$ cat src/common/cart_pkg.sv
/* cart_pkg : shared types for the MSX cartridge I/O subsystem
   internal bus request/response, LED colour, port select and FSM states */

package cart_pkg;

	// --------------------------------------------------------------------------
	//	port offsets inside the decoded 4-port block
	// --------------------------------------------------------------------------
	typedef enum logic [1:0] {
		port_red	= 2'd0,		// io_base+0
		port_green	= 2'd1,		// io_base+1
		port_blue	= 2'd2,		// io_base+2
		port_ctrl	= 2'd3		// io_base+3, send / status
	} port_sel_e;

	// one access from the slot bridge, valid is a single-cycle strobe
	typedef struct packed {
		logic		valid;
		logic		write;		// 1 = OUT, 0 = IN
		port_sel_e	port;
		logic [7:0]	wdata;
	} bus_req_t;

	// read answer, rdata only meaningful with rdata_en
	typedef struct packed {
		logic		rdata_en;
		logic [7:0]	rdata;
	} bus_rsp_t;

	typedef struct packed {
		logic [7:0]	red;
		logic [7:0]	green;
		logic [7:0]	blue;
	} rgb_t;

	// --------------------------------------------------------------------------
	//	FSM states
	// --------------------------------------------------------------------------
	typedef enum logic [1:0] {
		sl_idle,			// waiting for a strobe
		sl_access,			// request out this cycle
		sl_wait_end			// hold until host releases strobes
	} slot_state_e;

	typedef enum logic [1:0] {
		st_idle,
		st_high,			// pulse part of a bit
		st_low,				// rest of the bit period
		st_latch			// reset gap after 24 bits
	} led_state_e;

endpackage
$ cat src/ws2812/ws2812_led.sv
/* ws2812_led : WS2812 serializer, 24 bits GRB MSB first as pulse-width bits,
   followed by a low latch gap; colour is taken at frame start */
`timescale 1ns/1ps

module ws2812_led #(
	parameter int	t0h_cycles		= 17,		// ~0.4us at 42.95MHz
	parameter int	t1h_cycles		= 34,		// ~0.8us
	parameter int	bit_cycles		= 54,		// ~1.25us per bit
	parameter int	latch_cycles	= 2200		// >50us reset gap
) (
	input  logic			clk,
	input  logic			arst_n,
	input  logic			wr,				// start pulse
	input  cart_pkg::rgb_t	rgb,
	output logic			sending,
	output logic			ws2812_led
);
	// counter has to reach the longer of bit period and latch gap
	localparam int cnt_max	= (latch_cycles > bit_cycles) ? latch_cycles : bit_cycles;
	localparam int cnt_w	= $clog2(cnt_max + 1);

	cart_pkg::led_state_e	state;
	logic [23:0]			shift;			// current bit in [23]
	logic [4:0]				bit_cnt;		// 0..23
	logic [cnt_w-1:0]		cnt;			// cycles within bit / gap
	logic [cnt_w-1:0]		high_len;
	logic					bit_end;
	logic					start;
	logic					led_q;

	assign high_len	= shift[23] ? cnt_w'(t1h_cycles) : cnt_w'(t0h_cycles);
	assign bit_end	= (state == cart_pkg::st_low) && (cnt == cnt_w'(bit_cycles - 1));
	assign start	= (state == cart_pkg::st_idle) && wr;	// wr while busy is dropped

	// --------------------------------------------------------------------------
	//	frame FSM
	// --------------------------------------------------------------------------
	always_ff @(posedge clk or negedge arst_n) begin
		if (!arst_n) begin
			state	<= cart_pkg::st_idle;
			bit_cnt	<= '0;
			cnt		<= '0;
			led_q	<= 1'b0;
		end else begin
			case (state)
				cart_pkg::st_idle: begin
					if (start) begin
						state	<= cart_pkg::st_high;
						led_q	<= 1'b1;			// first bit starts right away
						cnt		<= '0;
						bit_cnt	<= '0;
					end
				end
				cart_pkg::st_high: begin
					cnt <= cnt + 1'b1;				// keeps counting into st_low
					if (cnt == high_len - 1'b1) begin
						state	<= cart_pkg::st_low;
						led_q	<= 1'b0;
					end
				end
				cart_pkg::st_low: begin
					if (bit_end) begin
						cnt <= '0;
						if (bit_cnt == 5'd23) begin
							state	<= cart_pkg::st_latch;	// all 24 out
						end else begin
							bit_cnt	<= bit_cnt + 1'b1;
							state	<= cart_pkg::st_high;
							led_q	<= 1'b1;
						end
					end else begin
						cnt <= cnt + 1'b1;
					end
				end
				cart_pkg::st_latch: begin
					if (cnt == cnt_w'(latch_cycles - 1)) begin
						state	<= cart_pkg::st_idle;	// gap done, ready again
					end else begin
						cnt		<= cnt + 1'b1;
					end
				end
				default: begin
					state <= cart_pkg::st_idle;
				end
			endcase
		end
	end

	// GRB order, MSB first
	always_ff @(posedge clk) begin
		if (start) begin
			shift <= {rgb.green, rgb.red, rgb.blue};
		end else if (bit_end) begin
			shift <= {shift[22:0], 1'b0};
		end
	end

	assign sending		= (state != cart_pkg::st_idle);
	assign ws2812_led	= led_q;			// registered, no decode glitches

	// --------------------------------------------------------------------------
	//	checks
	// --------------------------------------------------------------------------
	a_led_in_frame: assert property (@(posedge clk) disable iff (!arst_n)
		ws2812_led |-> sending);

endmodule

$ cat config.mk
export PLATFORM = sky130hd
export DESIGN_NAME = ws2812_led
export DESIGN_NICKNAME = d
export VERILOG_FILES = /design/src/common/cart_pkg.sv /design/src/ws2812/ws2812_led.sv
export SDC_FILE = /design/constraint.sdc
export NUM_CORES = 1
export LEC_CHECK = 0
export ABC_CLOCK_PERIOD_IN_PS = 2700
export BUFFER_PORTS_ARGS = -buffer_cell sky130_fd_sc_hd__clkbuf_2
export CAP_MARGIN = 20
export CORE_AREA = 2 2 99 101
export CTS_CLUSTER_SIZE = 25
export DETAILED_ROUTE_END_ITERATION = 7
export DIE_AREA = 0 0 101 103
export GPL_TIMING_DRIVEN = 1
export PLACE_DENSITY_LB_ADDON = 0.25
export SYNTH_ARGS = -nofsm -noshare
export SYNTH_HDL_FRONTEND = slang
export SYNTH_SLANG_ARGS = --single-unit
export TNS_END_PERCENT = 30
$ cat constraint.sdc
create_clock -name clk -period 2.7 [get_ports clk]
set_clock_uncertainty 0.05 [all_clocks]
set_input_delay 0.135 -clock clk [delete_from_list [all_inputs] [get_ports clk]]
set_output_delay 0.135 -clock clk [all_outputs]
set_load 0.02 [all_outputs]
==> impl_results.md <==
* Status: completed
* R2R setup slack at 0.42 ns
* Max_slew headroom at 59.71%
* Yosys cell types at 40
* Power Dens Cells at 742.6 nW/um^2
* Pin count of the biggest net entering global routing at 34
* Via-per-instance ratio at 4.625
* Final nets at 240
* First-pass GRT wire length at 7521 um
* Final Hold Vio Count at 0
* Total number of yosys warnings at 0
* Worst endpoint required time at 2.88 ns
* #FFs+latches synth at 44
* Fraction of layout cells with a size suffix above 1 at 35.07%
* GP Congestion at 0.7605
* Post CTS Setup Buffer Count at 0
* Final WL at 4423 um
* Number of global-route vias before repair at 1498
* Die ar. at 10400 um^2
* Final setup viols at 0
* Clock root cell: clkbuf_8
* Dpl hpwl at 3012 um
* CTS Buffer Depth at 2
* Worst-path clk slew at 0.09 ns
* Row count at 36
* CP Launch Type: flip-flop
* CTS H-tree lvls at 2
* Crit-path leading delay family: simple AND/OR/NAND/NOR gates
* Crit path DAT at 2.46 ns
* FF/Latch Area at 1221 um^2
* I/O Buffers at 28
* Final non-filler cell total at 325
* Simple-gate share of the synthesized area at 15.80%
* Unrepaired setup endpoints after global routing: false
* Synth Area in Adders at 1.723%
* Fraction of synthesized area in multiplexers at 11.89%
* Worst path max stage delay at 0.58 ns
* Register area share after synthesis at 56.06%
* CTS tree: yes
* Clk sinks at 44
* Worst path slowest cell: or4_4
* Synthesis-to-layout area growth at 18.32%
* Inst Count DP at 316
* Initial core utilization at 23.03%
* Clock latency on the worst-skew pair at 0.30 ns
* Critical-path maximum fanout at 9
* GR Util All Layers at 9.458%
* First-pass detailed-route iteration total at 4
* Compound-Gate Fraction of Synth Area at 9.075%
* Final Cycle Share at 84.40%
* Peak VDD IR at 0.0002235 V
* Via count at 1503
* N_diodes at 0
* Fillcell total at 1008
* Mapped cell area at 2178 um^2
* Syn_nets at 207
* Worst Path Buf+Inv at 0
* DRC viols at 0
* Worst-margin pin slew at 0.5965 ns
* GRT Residual Overflow at 0
* Largest family of logic cells by synthesized area: simple AND/OR/NAND/NOR gates
* Routed Antenna Nets at 0
* Num ports at 29
* Core area at 9459 um^2
* Worst path cell trace: or4_4, nor3_4, a211oi_4, or4_1, a21oi_1
* Drt initial violations at 56
* Multi-input gate area at 910.9 um^2
* Minimum clock period at 2.279 ns
* Post-synthesis xor/xnor area fraction at 3.217%
* Critical path type: reg -> reg
* Hold slack at 0.05874 ns
* Die height at 103 um
* Num CTS Buffers at 5
* Lkg Pwr at 0.9480 nW
* Initial antenna violation count at 0
* Max Fclk at 438.8 MHz
* Fin. max-slew vios at 0
* Final setup TNS at 0 ns
* Hold Crit Class: in -> reg
* Crit. End Element: flip-flop
* Syn avg cell area at 12.31 um^2
* Die W at 101 um
* Maxcap violations at 0
* Mapped Cells at 177
* Per-cell routed wire length at 13.61 um
[power by group]
| part | leakage (nW) | internal [mW] | total [mW] | switching [mW] |
|---|---|---|---|---|
| logic | 0.455 | 0.230 | 0.498 | 0.269 |
| clock network | 0.0378 | 0.179 | 0.424 | 0.244 |
| registers | 0.455 | 0.827 | 0.992 | 0.165 |
| total | 0.948 | 1.24 | 1.91 | 0.678 |
[layout make-up]
class	count	area share [%]
clock buffers	5	2.670
clock inverters	3	0.7282
inverters	4	0.5825
multi-input cells	121	35.34
flip-flops and latches	44	47.38
well taps	114	5.534
repair buffers	34	7.767
[per-layer routing]
metal	up-vias	track usage, %	wire [um]
met5	-	0	0
met4	0	4.262	77
met3	6	2.305	137
met2	31	14.46	2061
met1	732	12.73	2146
li1	734	-	-
[per-stage QoR]
step                utilization [%]  setup slack [ns]  total power, mW  instance area, um^2
global route                  27.25            0.3059            2.047                 2577
finish                        27.25            0.4211            1.914                 2577
floorplan                         -           0.01312            1.356                 2178
CTS                           27.25            0.4005            1.940                 2577
global placement              26.22            0.4578            1.501                 2480
detailed placement            26.22            0.4225            1.504                 2480
[registers in the layout, indices dropped and copies added (netlist names)]
signal / cells
shift: 24
state: 2
bit_cnt: 5
cnt: 12
ws2812_led: 1
[synth_stat cells, drive strengths merged]
| cell | count | area share (%) |
|---|---|---|
| a211oi | 2 | 1.3 |
| a21oi | 8 | 1.8 |
| a22o | 1 | 0.40 |
| a311oi | 1 | 0.40 |
| a31oi | 1 | 0.29 |
| a41oi | 1 | 0.40 |
| and2 | 1 | 0.29 |
| and4 | 1 | 0.46 |
| and4b | 1 | 0.46 |
| buf | 3 | 0.69 |
| clkbuf | 5 | 0.86 |
| dfrtp | 20 | 23 |
| edfxtp | 24 | 33 |
| ha | 3 | 1.7 |
| inv | 4 | 0.69 |
| mux2 | 23 | 12 |
| nand2 | 7 | 1.2 |
| nand3 | 5 | 1.1 |
| nand4 | 6 | 1.7 |
| nand4b | 4 | 1.6 |
| nor2 | 17 | 3.0 |
| nor3 | 4 | 1.4 |
| nor3b | 1 | 0.34 |
| nor4 | 1 | 0.57 |
| o21ai | 8 | 1.8 |
| o21bai | 1 | 0.34 |
| o221ai | 1 | 0.40 |
| o31ai | 2 | 0.69 |
| o32ai | 1 | 0.40 |
| o41ai | 2 | 0.80 |
| or2 | 2 | 0.57 |
| or3 | 4 | 1.1 |
| or4 | 2 | 0.86 |
| or4b | 2 | 0.92 |
| xnor2 | 3 | 1.2 |
| xor2 | 5 | 2.0 |
[cells by family after synthesis]
kind of cell | after synthesis
flip-flops | 44
XOR/XNOR | 8
buffers and inverters | 12
AND/OR/NAND/NOR | 58
AO/OA/AOI/OAI | 29
adder cells (fa/ha/maj) | 3
multiplexers | 23
[worst paths after layout]
kind	startpoint	endpoint	cells past startpoint
worst max-delay path	cnt[7]	bit_cnt[3]	5
min in group asynchronous	arst_n	bit_cnt[3]	2
worst min register to register	shift[21]	shift[22]	1
worst max register to register	cnt[7]	bit_cnt[3]	5
max in group asynchronous	arst_n	cnt[4]	2
worst min-delay path	rgb[0]	shift[0]	2
[layout by cell type (no fill, tap or decap), types with 2 or more instances in the layout]
cell type   instances
a21oi_1             8
buf_4               4
clkbuf_2           28
clkbuf_8            5
clkinvlp_4          2
dfrtp_1            20
edfxtp_1           24
ha_1                3
inv_1               4
mux2_2             23
nand2_1             7
nand3_1             5
nand4_1             6
nand4b_1            4
nor2_1             15
nor2_2              2
nor3_1              3
o21ai_0             8
o31ai_1             2
o41ai_1             2
or2_2               2
or3_1               4
or4b_2              2
xnor2_1             3
xor2_1              5
[what timing repair did]
action	in CTS	in global routing
resized for setup	0	0
hold buffers	1	0
endpoints found under the hold margin	20	0
No activity file was read; power rests on OpenSTA's default activity.
