[config.mk]
export PLATFORM = sky130hd
export DESIGN_NAME = io_gpio
export DESIGN_NICKNAME = d
export VERILOG_FILES = /design/src/common/cart_pkg.sv /design/src/logic/io_gpio.sv
export SDC_FILE = /design/constraint.sdc
export NUM_CORES = 1
export LEC_CHECK = 0
export ABC_AREA = 1
export ABC_CLOCK_PERIOD_IN_PS = 800
export BUFFER_PORTS_ARGS = -buffer_cell sky130_fd_sc_hd__buf_2
export CORE_MARGIN = 8
export CORE_UTILIZATION = 44
export DETAILED_ROUTE_END_ITERATION = 6
export PLACE_DENSITY = 0.84
export SKIP_CTS_REPAIR_TIMING = 1
export SYNTH_ARGS = -nofsm -noshare
export SYNTH_HDL_FRONTEND = slang
export SYNTH_SLANG_ARGS = --single-unit
export TNS_END_PERCENT = 20
[constraint.sdc]
create_clock -name clk -period 0.8 [get_ports clk]
set_input_delay 0.08 -clock clk [delete_from_list [all_inputs] [get_ports clk]]
set_output_delay 0.08 -clock clk [all_outputs]
set_load 0.03 [all_outputs]
[src/common/cart_pkg.sv]
/* cart_pkg : shared types for the MSX cartridge I/O subsystem
   internal bus request/response, LED colour, port select and FSM states */

package cart_pkg;

	// --------------------------------------------------------------------------
	//	port offsets inside the decoded 4-port block
	// --------------------------------------------------------------------------
	typedef enum logic [1:0] {
		port_red	= 2'd0,		// io_base+0
		port_green	= 2'd1,		// io_base+1
		port_blue	= 2'd2,		// io_base+2
		port_ctrl	= 2'd3		// io_base+3, send / status
	} port_sel_e;

	// one access from the slot bridge, valid is a single-cycle strobe
	typedef struct packed {
		logic		valid;
		logic		write;		// 1 = OUT, 0 = IN
		port_sel_e	port;
		logic [7:0]	wdata;
	} bus_req_t;

	// read answer, rdata only meaningful with rdata_en
	typedef struct packed {
		logic		rdata_en;
		logic [7:0]	rdata;
	} bus_rsp_t;

	typedef struct packed {
		logic [7:0]	red;
		logic [7:0]	green;
		logic [7:0]	blue;
	} rgb_t;

	// --------------------------------------------------------------------------
	//	FSM states
	// --------------------------------------------------------------------------
	typedef enum logic [1:0] {
		sl_idle,			// waiting for a strobe
		sl_access,			// request out this cycle
		sl_wait_end			// hold until host releases strobes
	} slot_state_e;

	typedef enum logic [1:0] {
		st_idle,
		st_high,			// pulse part of a bit
		st_low,				// rest of the bit period
		st_latch			// reset gap after 24 bits
	} led_state_e;

endpackage
[src/logic/io_gpio.sv]
/* io_gpio : colour registers and control/status port for the WS2812 LED
   write to the ctrl port starts a frame, reads return registers or busy */
`timescale 1ns/1ps

module io_gpio (
	input  logic				clk,
	input  logic				arst_n,
	input  cart_pkg::bus_req_t	req,
	input  logic				sending,		// LED frame in progress
	output cart_pkg::bus_rsp_t	rsp,
	output logic				led_wr,
	output cart_pkg::rgb_t		led_rgb
);
	logic		wr_hit;
	logic		rd_hit;
	logic		rdata_en;
	logic [7:0]	rdata;
	logic [7:0]	rd_mux;

	assign wr_hit = req.valid && req.write;
	assign rd_hit = req.valid && !req.write;

	// --------------------------------------------------------------------------
	//	registers
	// --------------------------------------------------------------------------
	always_ff @(posedge clk or negedge arst_n) begin
		if (!arst_n) begin
			led_rgb	<= '0;
			led_wr	<= 1'b0;
		end else begin
			led_wr	<= wr_hit && (req.port == cart_pkg::port_ctrl);	// send pulse
			if (wr_hit) begin
				case (req.port)
					cart_pkg::port_red:		led_rgb.red		<= req.wdata;
					cart_pkg::port_green:	led_rgb.green	<= req.wdata;
					cart_pkg::port_blue:	led_rgb.blue	<= req.wdata;
					default: begin
						// ctrl write carries no data, only the pulse above
					end
				endcase
			end
		end
	end

	// --------------------------------------------------------------------------
	//	read path
	// --------------------------------------------------------------------------
	always_comb begin
		case (req.port)
			cart_pkg::port_red:		rd_mux = led_rgb.red;
			cart_pkg::port_green:	rd_mux = led_rgb.green;
			cart_pkg::port_blue:	rd_mux = led_rgb.blue;
			default:				rd_mux = {7'd0, sending};	// bit0 busy
		endcase
	end

	always_ff @(posedge clk or negedge arst_n) begin
		if (!arst_n) begin
			rdata_en <= 1'b0;
		end else begin
			rdata_en <= rd_hit;				// answer one cycle later
		end
	end

	always_ff @(posedge clk) begin
		if (rd_hit) begin
			rdata <= rd_mux;
		end
	end

	assign rsp = '{rdata_en: rdata_en, rdata: rdata};

	// response only follows a read
	a_rsp_after_read: assert property (@(posedge clk) disable iff (!arst_n)
		rsp.rdata_en |-> $past(rd_hit));

	// an idle serializer takes the send pulse at once
	a_send_accepted: assert property (@(posedge clk) disable iff (!arst_n)
		led_wr && !sending |=> sending);

endmodule

==> reports/qor.yml, run 1 <==
clocking:
  cts_tree: "yes"
  cts-buffers-inserted: 5
  htree_num_levels: 2
  cts_root_buffer: "clkbuf_4"
  clk_pin_slew_ns: 0.10
  cts_sinks: 34
  clock_latency_ns: 0.34
  ctsLongestPathBuffers: 2
power:
  pwr-share-clk_pct: 19.9
  p_seq_share_pct: 45.9
  comb_power_share_pct: 34.2
  ir_drop_uv: 1520
  p_leak_nw: 1.16
  totalPowerFinal_w: 0.00499
  powerDensity_nw_per_um2: 2280
  internal_power_w: 0.00319
  swShare_pct: 35.9
  p_switching_w: 0.00179
place:
  gp_congestion: 0.824
  numPortBuffers: 48
  dp.cells: 269
  dpl.hpwl_mm: 2.88
setup_path:
  r2r_end: "rdata[4]"
  startpoint_type: "register"
  reg2reg_depth: 3
  path_cells: "buf_6 > buf_6"
  crit_required_ns: 0.72
  cpPeakStageDelay_ns: 0.44
  path_common_cell: "buf_6"
  crit_slowest_cell: "dfrtp_2"
  worstReg2RegStart: "led_rgb[20]"
  crit_path_max_fanout: 2
  rrSetupSlack_ns: -0.10
  endpoint_kind: "output pin"
  critPathArrivalTime_ns: 1.03
  setup.worst_path.class: "register to output pin"
sta:
  relSlewSlack_pct: 78.3
  hold_viol_final: 0
  rsz0062_at_grt: "yes"
  setup_violations: 41
  fmax_mhz: 899
  min_period_over_period_pct: 139
  worst_pin_slew_ns: 0.326
  clock_skew_ns: 0.00516
  fin_ws_ns: -0.312
  maxSlewViolCount: 0
  final.setup.tns_ns: -7.99
  fin_crit_ns: 1.11
die:
  pin_count: 49
  die_w_um: 73.2
  core_area_um2: 3080
  die_y_um: 73.2
  fp-row-count: 20
  die_area_um2: 5360
  start_util_pct: 46.7
detailed_routing:
  drtAntennaViolNets: 0
  dr.pass1.iters: 4
  drc: 0
  num_vias: 1392
  wirelength_mm: 4.13
  drt_iter0_drc: 135
  vias_per_cell: 4.83
  post_drt_wl_per_cell_um: 14.3
finish:
  drive_above_1_share_pct: 48.4
  utilization_pct: 71.1
  areaGrowthSynthToFinish_pct: 52.0
  fin_cells: 288
  layout.nets: 258
  num_antenna_cells: 0
job:
  cap_violations: 0
yosys:
  ys_seq_area_share_pct: 61.9
  synth_area_um2: 1440
  synth.yosys.warnings: 0
  ys_ff_latch: 34
  synth_cells: 159
  synth_cell_types: 15
  synth.avg_cell_area_um2: 9.05
  syn_nets: 174
grt:
  grt_pass1_wl_mm: 6.03
  grt_usage_pct: 14.9
  grt_pass1_vias: 1330
  gr-total-overflow: 0
  antenna_found_initial: 0
  grt_max_degree: 27
min_path:
  worstHoldStart: "sending"
  holdPathStages: 3
  min_to: "rdata[0]"
  hp-class: "primary input to register"
status:
  status: "complete, but fails checks"
  failed_checks: "negative setup slack"
-- per-layer routing --
metal	track usage, %	up-vias	share of wire, %
met4	6.00	0	1.5
met5	0	-	0
met3	4.53	7	8.4
met2	25.6	58	51
li1	-	673	-
met1	16.6	654	39
-- cells in the final DEF (no fill, tap or decap) --
cell,n
nor2_1,1
buf_12,1
nor2_2,2
buf_4,13
nand3_1,13
clkbuf_8,1
inv_1,4
clkinv_2,1
clkbuf_1,1
dfrtp_1,2
nor3_1,1
dfrtp_2,24
clkbuf_4,5
buf_6,17
inv_2,2
nand2_1,86
nand2_4,3
nand3_2,5
nor2_4,1
buf_2,40
dlygate4sd3_1,9
nand4_1,1
nand2_2,3
edfxtp_1,8
-- synth_stat cells (all sizes together) --
| library cell | number | share of area, % |
|---|---|---|
| nand2 | 92 | 26 |
| nand4 | 1 | 0.44 |
| buf | 3 | 1.8 |
| inv | 6 | 1.6 |
| nor2 | 4 | 1.9 |
| dfrtp | 26 | 45 |
| nor3 | 1 | 0.35 |
| nand3 | 18 | 6.3 |
| edfxtp | 8 | 17 |
-- worst max-delay path: cells and delay by family, from the launching register on --
family	cells	cell delay (ns)
flops	1	0.44
buf+inv	2	0.25
-- final cells by class --
class / count / area, µm²
clock buffer: 7 / 55.1
clock inverter: 1 / 5.00
fill: 247 / 891
inverter: 6 / 22.5
multi-input combinational: 116 / 529
sequential: 34 / 921
tap: 44 / 55.1
timing repair buffer: 80 / 599
-- flip-flops by register name, indices dropped and copies added (netlist names) --
| signal | flops |
|---|---|
| rdata | 8 |
| rdata_en | 1 |
| led_wr | 1 |
| led_rgb | 24 |
-- worst max-delay path by stage --
stage                      from     endpoint  cells past startpoint
floorplan            led_rgb[8]     rdata[0]                      2
global placement         req[8]     rdata[1]                      6
detailed placement       req[8]     rdata[3]                      6
CTS                 led_rgb[23]  led_rgb[23]                      2
global route        led_rgb[23]  led_rgb[23]                      2
finish              led_rgb[23]  led_rgb[23]                      2
-- power groups by stage --
stage | sequential, W | combinational [W] | clock, W
4_1_cts | 0.00227 | 0.00147 | 0.00100
2_1_floorplan | 0.00283 | 0.000319 | 0
5_1_grt | 0.00232 | 0.00182 | 0.00107
3_5_place_dp | 0.00230 | 0.00146 | 0
3_3_place_gp | 0.00229 | 0.00143 | 0
6_report | 0.00229 | 0.00170 | 0.000991
-- cell families (layout without fill, tap and decap cells) --
logic type | count (synthesis) | count (layout) | synth area share (%)
buffers and inverters | 9 | 94 | 3.39
and+or+nand+nor | 116 | 116 | 34.7
DFF | 34 | 34 | 61.9
-- per-stage QoR --
step	setup WS [ns]	cell area, µm²	hold slack, ns
finish	-0.312	2190	0.0762
global route	-0.337	2190	0.0957
floorplan	-0.0839	1480	-0.216
detailed placement	-0.128	1920	0.0904
CTS	-0.363	1980	-0.287
global placement	-0.104	1920	0.0874
(Power assumes the default switching activity.)
==> run 2, diff against run 1 <==
Settings changed: CORE_UTILIZATION 44 to 25, PLACE_DENSITY 0.84 to 0.57.
==> run 2 against run 1 <==
Against the previous run: design area stayed put; the flow still finishes with violations (negative setup slack); critical endpoint is now led_rgb[15]; worst hold slack got worse by 0.047 ns; wire length up 1.4%; critical path depth unchanged; critical path type unchanged; register-to-register slack worse by 0.03 ns.
==> reports/qor.yml, run 2 (synthesized netlist as in run 1, its figures left out) <==
die:
  core_area_um2: 5540
  die_w_um: 91.9
  start_util_pct: 26.0
  die_area_um2: 8440
  fp-row-count: 27
  die_y_um: 91.9
  pin_count: 49
clocking:
  cts_sinks: 34
  cts_tree: "yes"
  clk_pin_slew_ns: 0.07
  clock_latency_ns: 0.28
  htree_num_levels: 2
  cts_root_buffer: "clkbuf_8"
  cts-buffers-inserted: 5
  ctsLongestPathBuffers: 2
finish:
  layout.nets: 252
  layout_common_cells: "nand2_1, buf_2, dfrtp_2"
  regMostFlops: "led_rgb"
  design_area_um2: 2190
  num_antenna_cells: 0
  nFillCells: 569
  fin_cells: 310
  drive_above_1_share_pct: 50.4
  areaGrowthSynthToFinish_pct: 52.0
  largestRegisters: "led_rgb (24), rdata (8)"
  largest_reg_flops: 24
  layout_commonest_cell: "nand2_1"
grt:
  antenna_found_initial: 0
  grt_pass1_vias: 1248
  grt_usage_pct: 10.2
  grt_pass1_wl_mm: 6.59
  gr-total-overflow: 0
  grt_max_degree: 27
setup_path:
  setup.worst_path.class: "register to output pin"
  crit_family: "flip-flops"
  crit_required_ns: 0.72
  cpPeakStageDelay_ns: 0.41
  startpoint_type: "register"
  critPathArrivalTime_ns: 0.94
  path_cells: "buf_6 > buf_6"
  rrSetupSlack_ns: -0.13
  endpoint_kind: "output pin"
  crit_path_max_fanout: 2
  crit_slowest_cell: "dfrtp_2"
  cp_num_buf_inv: 2
  path_common_cell: "buf_6"
detailed_routing:
  drc: 0
  post_drt_wl_per_cell_um: 13.5
  drtAntennaViolNets: 0
  drt_iter0_drc: 68
  wirelength_mm: 4.19
  dr.pass1.iters: 4
  num_vias: 1320
  vias_per_cell: 4.26
sta:
  worst_pin_slew_ns: 0.199
  final.setup.tns_ns: -5.32
  clock_skew_ns: 0.00454
  min_period_over_period_pct: 127
  holdWs_ns: 0.0290
  fin_ws_ns: -0.219
  setup_violations: 40
  maxSlewViolCount: 0
  fin_crit_ns: 1.02
  relSlewSlack_pct: 86.7
  hold_viol_final: 0
  fmax_mhz: 982
  rsz0062_at_grt: "yes"
status:
  status: "complete, but fails checks"
  failed_checks: "negative setup slack"
power:
  ir_drop_uv: 705
  powerDensity_nw_per_um2: 2380
  totalPowerFinal_w: 0.00520
  p_leak_nw: 1.15
place:
  place_area_um2: 1970
  dp.cells: 298
  dpl.hpwl_mm: 3.10
  gp_congestion: 0.749
  numPortBuffers: 48
min_path:
  hp-class: "primary input to register"
job:
  cap_violations: 0
==> run 2: tightest hold or removal path, delay by kind of cell <==
family	cells	cell delay (ns)
and+or+nand+nor	2	0.10
buffers and inverters	1	0.10
==> run 2: per-layer routing <==
metal	GRT usage (%)	vias to the layer above	share of wire, %
met4	4.43	0	1.6
met3	3.99	8	7.9
met1	11.9	611	41
li1	-	661	-
met2	16.1	40	50
met5	0	-	0
==> run 2: layout make-up <==
type                    instances  area (µm²)  share of cell area [%]
clock inverters                 1        5.00                   0.229
clock buffers                   7        86.3                    3.95
repair buffers                 74         536                    24.5
inverters                       6        22.5                    1.03
flip-flops and latches         34         921                    42.1
well taps                      72        90.1                    4.12
multi-input cells             116         527                    24.1
==> run 2: where the power goes <==
part,switching (W),leakage (nW),internal (W)
Sequential,0.000194,0.376,0.00210
Clock,0.000587,0.0482,0.000693
Combinational,0.00100,0.726,0.000632
==> run 2: final timing paths <==
kind | start | end | cells past startpoint
worst max-delay path | led_rgb[15] | led_rgb[15] | 2
min in group asynchronous | arst_n | led_rgb[7] | 3
worst max register to register | led_rgb[8] | rdata[0] | 3
max in group asynchronous | arst_n | led_rgb[16] | 3
worst min-delay path | req[7] | led_rgb[7] | 3
worst min register to register | led_rgb[4] | led_rgb[4] | 2
==> run 2: through the flow <==
stage          worst slack (ns)  utilization [%]
5_1_grt                  -0.257             39.5
4_1_cts                  -0.287             37.3
3_5_place_dp             -0.200             35.6
2_1_floorplan           -0.0839                -
3_3_place_gp             -0.172             35.6
6_report                 -0.219             39.5
==> run 3, diff against run 2 <==
Settings changed: ABC_CLOCK_PERIOD_IN_PS 800 to 1190, PLACE_DENSITY 0.57 to 0.56.
Clock period 0.8 ns to 1.19 ns, I/O delays scaled along.
==> run 3 against run 2 <==
Against the previous run: the flow now finishes without violations; die area unchanged; non-clock buffer count decreased by 17; cell count decreased by 5.5%; worst hold slack improved by 0.040 ns; global-route usage increased by 0.30 points; register-to-register slack improved by 0.46 ns; via count decreased by 4.8%.
==> reports/qor.yml, run 3 (synthesized netlist as in run 1, its figures left out) <==
place:
  numPortBuffers: 48
  dpl.hpwl_mm: 3.18
  gp_congestion: 0.760
  dp.cells: 284
detailed_routing:
  vias_per_cell: 4.29
  num_vias: 1257
  drc: 0
  drt_iter0_drc: 55
  wirelength_mm: 4.19
  dr.pass1.iters: 4
  drtAntennaViolNets: 0
  post_drt_wl_per_cell_um: 14.3
setup_path:
  worstReg2RegStart: "led_rgb[0]"
  r2r_end: "rdata[0]"
  crit_slowest_cell: "dfrtp_1"
  endpoint_kind: "output pin"
  crit_path_max_fanout: 3
  cp_num_buf_inv: 1
  crit_required_ns: 1.07
  startpoint_type: "register"
  rrSetupSlack_ns: 0.33
  reg2reg_depth: 2
  setup.worst_path.class: "register to output pin"
  cpPeakStageDelay_ns: 0.40
  critPathArrivalTime_ns: 0.90
  path_cells: "buf_2"
  crit_family: "flip-flops"
clocking:
  cts_sinks: 34
  clock_latency_ns: 0.28
  ctsLongestPathBuffers: 2
  cts-buffers-inserted: 5
  cts_tree: "yes"
  clk_pin_slew_ns: 0.07
  cts_root_buffer: "clkbuf_8"
  htree_num_levels: 2
finish:
  multi_input_area_um2: 499
  layout_commonest_cell: "nand2_1"
  regMostFlops: "led_rgb"
  fin_cells: 293
  largestRegisters: "led_rgb (24), rdata (8)"
  largest_reg_flops: 24
  layout_common_cells: "nand2_1, buf_2, dfrtp_1"
  drive_above_1_share_pct: 33.0
  utilization_pct: 34.9
  areaGrowthSynthToFinish_pct: 34.4
  seq_area_um2: 891
  layout.nets: 235
  nFillCells: 615
  num_antenna_cells: 0
grt:
  grt_usage_pct: 10.5
  grt_pass1_wl_mm: 6.89
  grt_pass1_vias: 1320
  gr-total-overflow: 0
  antenna_found_initial: 0
  grt_max_degree: 15
die:
  core_area_um2: 5540
  die_area_um2: 8440
  start_util_pct: 26.0
  pin_count: 49
  die_y_um: 91.9
  die_w_um: 91.9
  fp-row-count: 27
sta:
  holdWs_ns: 0.0689
  setup_violations: 0
  final.setup.tns_ns: 0
  clock_skew_ns: 0.00270
  rsz0062_at_grt: "no"
  hold_viol_final: 0
  relSlewSlack_pct: 71.5
  min_period_over_period_pct: 85.7
  fin_crit_ns: 1.02
  worst_pin_slew_ns: 0.426
  maxSlewViolCount: 0
  fmax_mhz: 980
power:
  ir_drop_uv: 737
  p_leak_nw: 1.07
  totalPowerFinal_w: 0.00343
  powerDensity_nw_per_um2: 1770
status:
  status: "finished clean"
min_path:
  min_to: "led_rgb[6]"
  holdPathStages: 3
  hp-class: "primary input to register"
  worstHoldStart: "req[6]"
job:
  cap_violations: 0
-- run 3: cell count changes in the layout (fill, tap and decap cells not counted), sizes merged --
cell,previous run,this run
buf,73,56
clkbuf,7,5
clkinv,1,2
bufinv,0,1
-- run 3: worst max-delay path by stage --
stage | from | end | slack, ns | cells after the start
after floorplan | led_rgb[0] | rdata[0] | 0.25 | 2
after CTS | led_rgb[0] | led_rgb[0] | 0.15 | 1
after global placement | req[10] | led_rgb[21] | 0.11 | 6
after global routing | led_rgb[2] | led_rgb[2] | 0.13 | 1
final | led_rgb[0] | led_rgb[0] | 0.17 | 1
after detailed placement | req[10] | led_rgb[21] | 0.09 | 6
-- run 3: cell type report --
| cell class | count | area share, % |
|---|---|---|
| clock buffer | 5 | 3.56 |
| clock inverter | 3 | 2.07 |
| inverter | 6 | 1.16 |
| multi-input combinational | 116 | 25.8 |
| sequential | 34 | 46.1 |
| tap | 72 | 4.66 |
| timing repair buffer | 57 | 16.7 |
-- run 3: metrics by stage --
stage / instance area [µm²] / worst slack (ns)
2_1_floorplan: 1440 / 0.246
3_3_place_gp: 1820 / 0.114
3_5_place_dp: 1820 / 0.0943
4_1_cts: 1920 / 0.154
5_1_grt: 1930 / 0.132
6_report: 1930 / 0.170
-- run 3: routing by layer --
layer  share of wire [%]  global-route usage [%]  up-vias
li1                    -                       -      625
met1                  41                    12.1      581
met2                  49                    16.9       44
met3                 7.7                    3.75        7
met4                 2.3                    4.83        0
met5                   0                       0        -
-- run 3: report_power, final --
group | switching (W) | total [W] | internal [W]
clock network | 0.000417 | 0.00103 | 0.000616
registers | 0.000136 | 0.00152 | 0.00138
logic | 0.000630 | 0.000876 | 0.000246
total | 0.00118 | 0.00343 | 0.00224
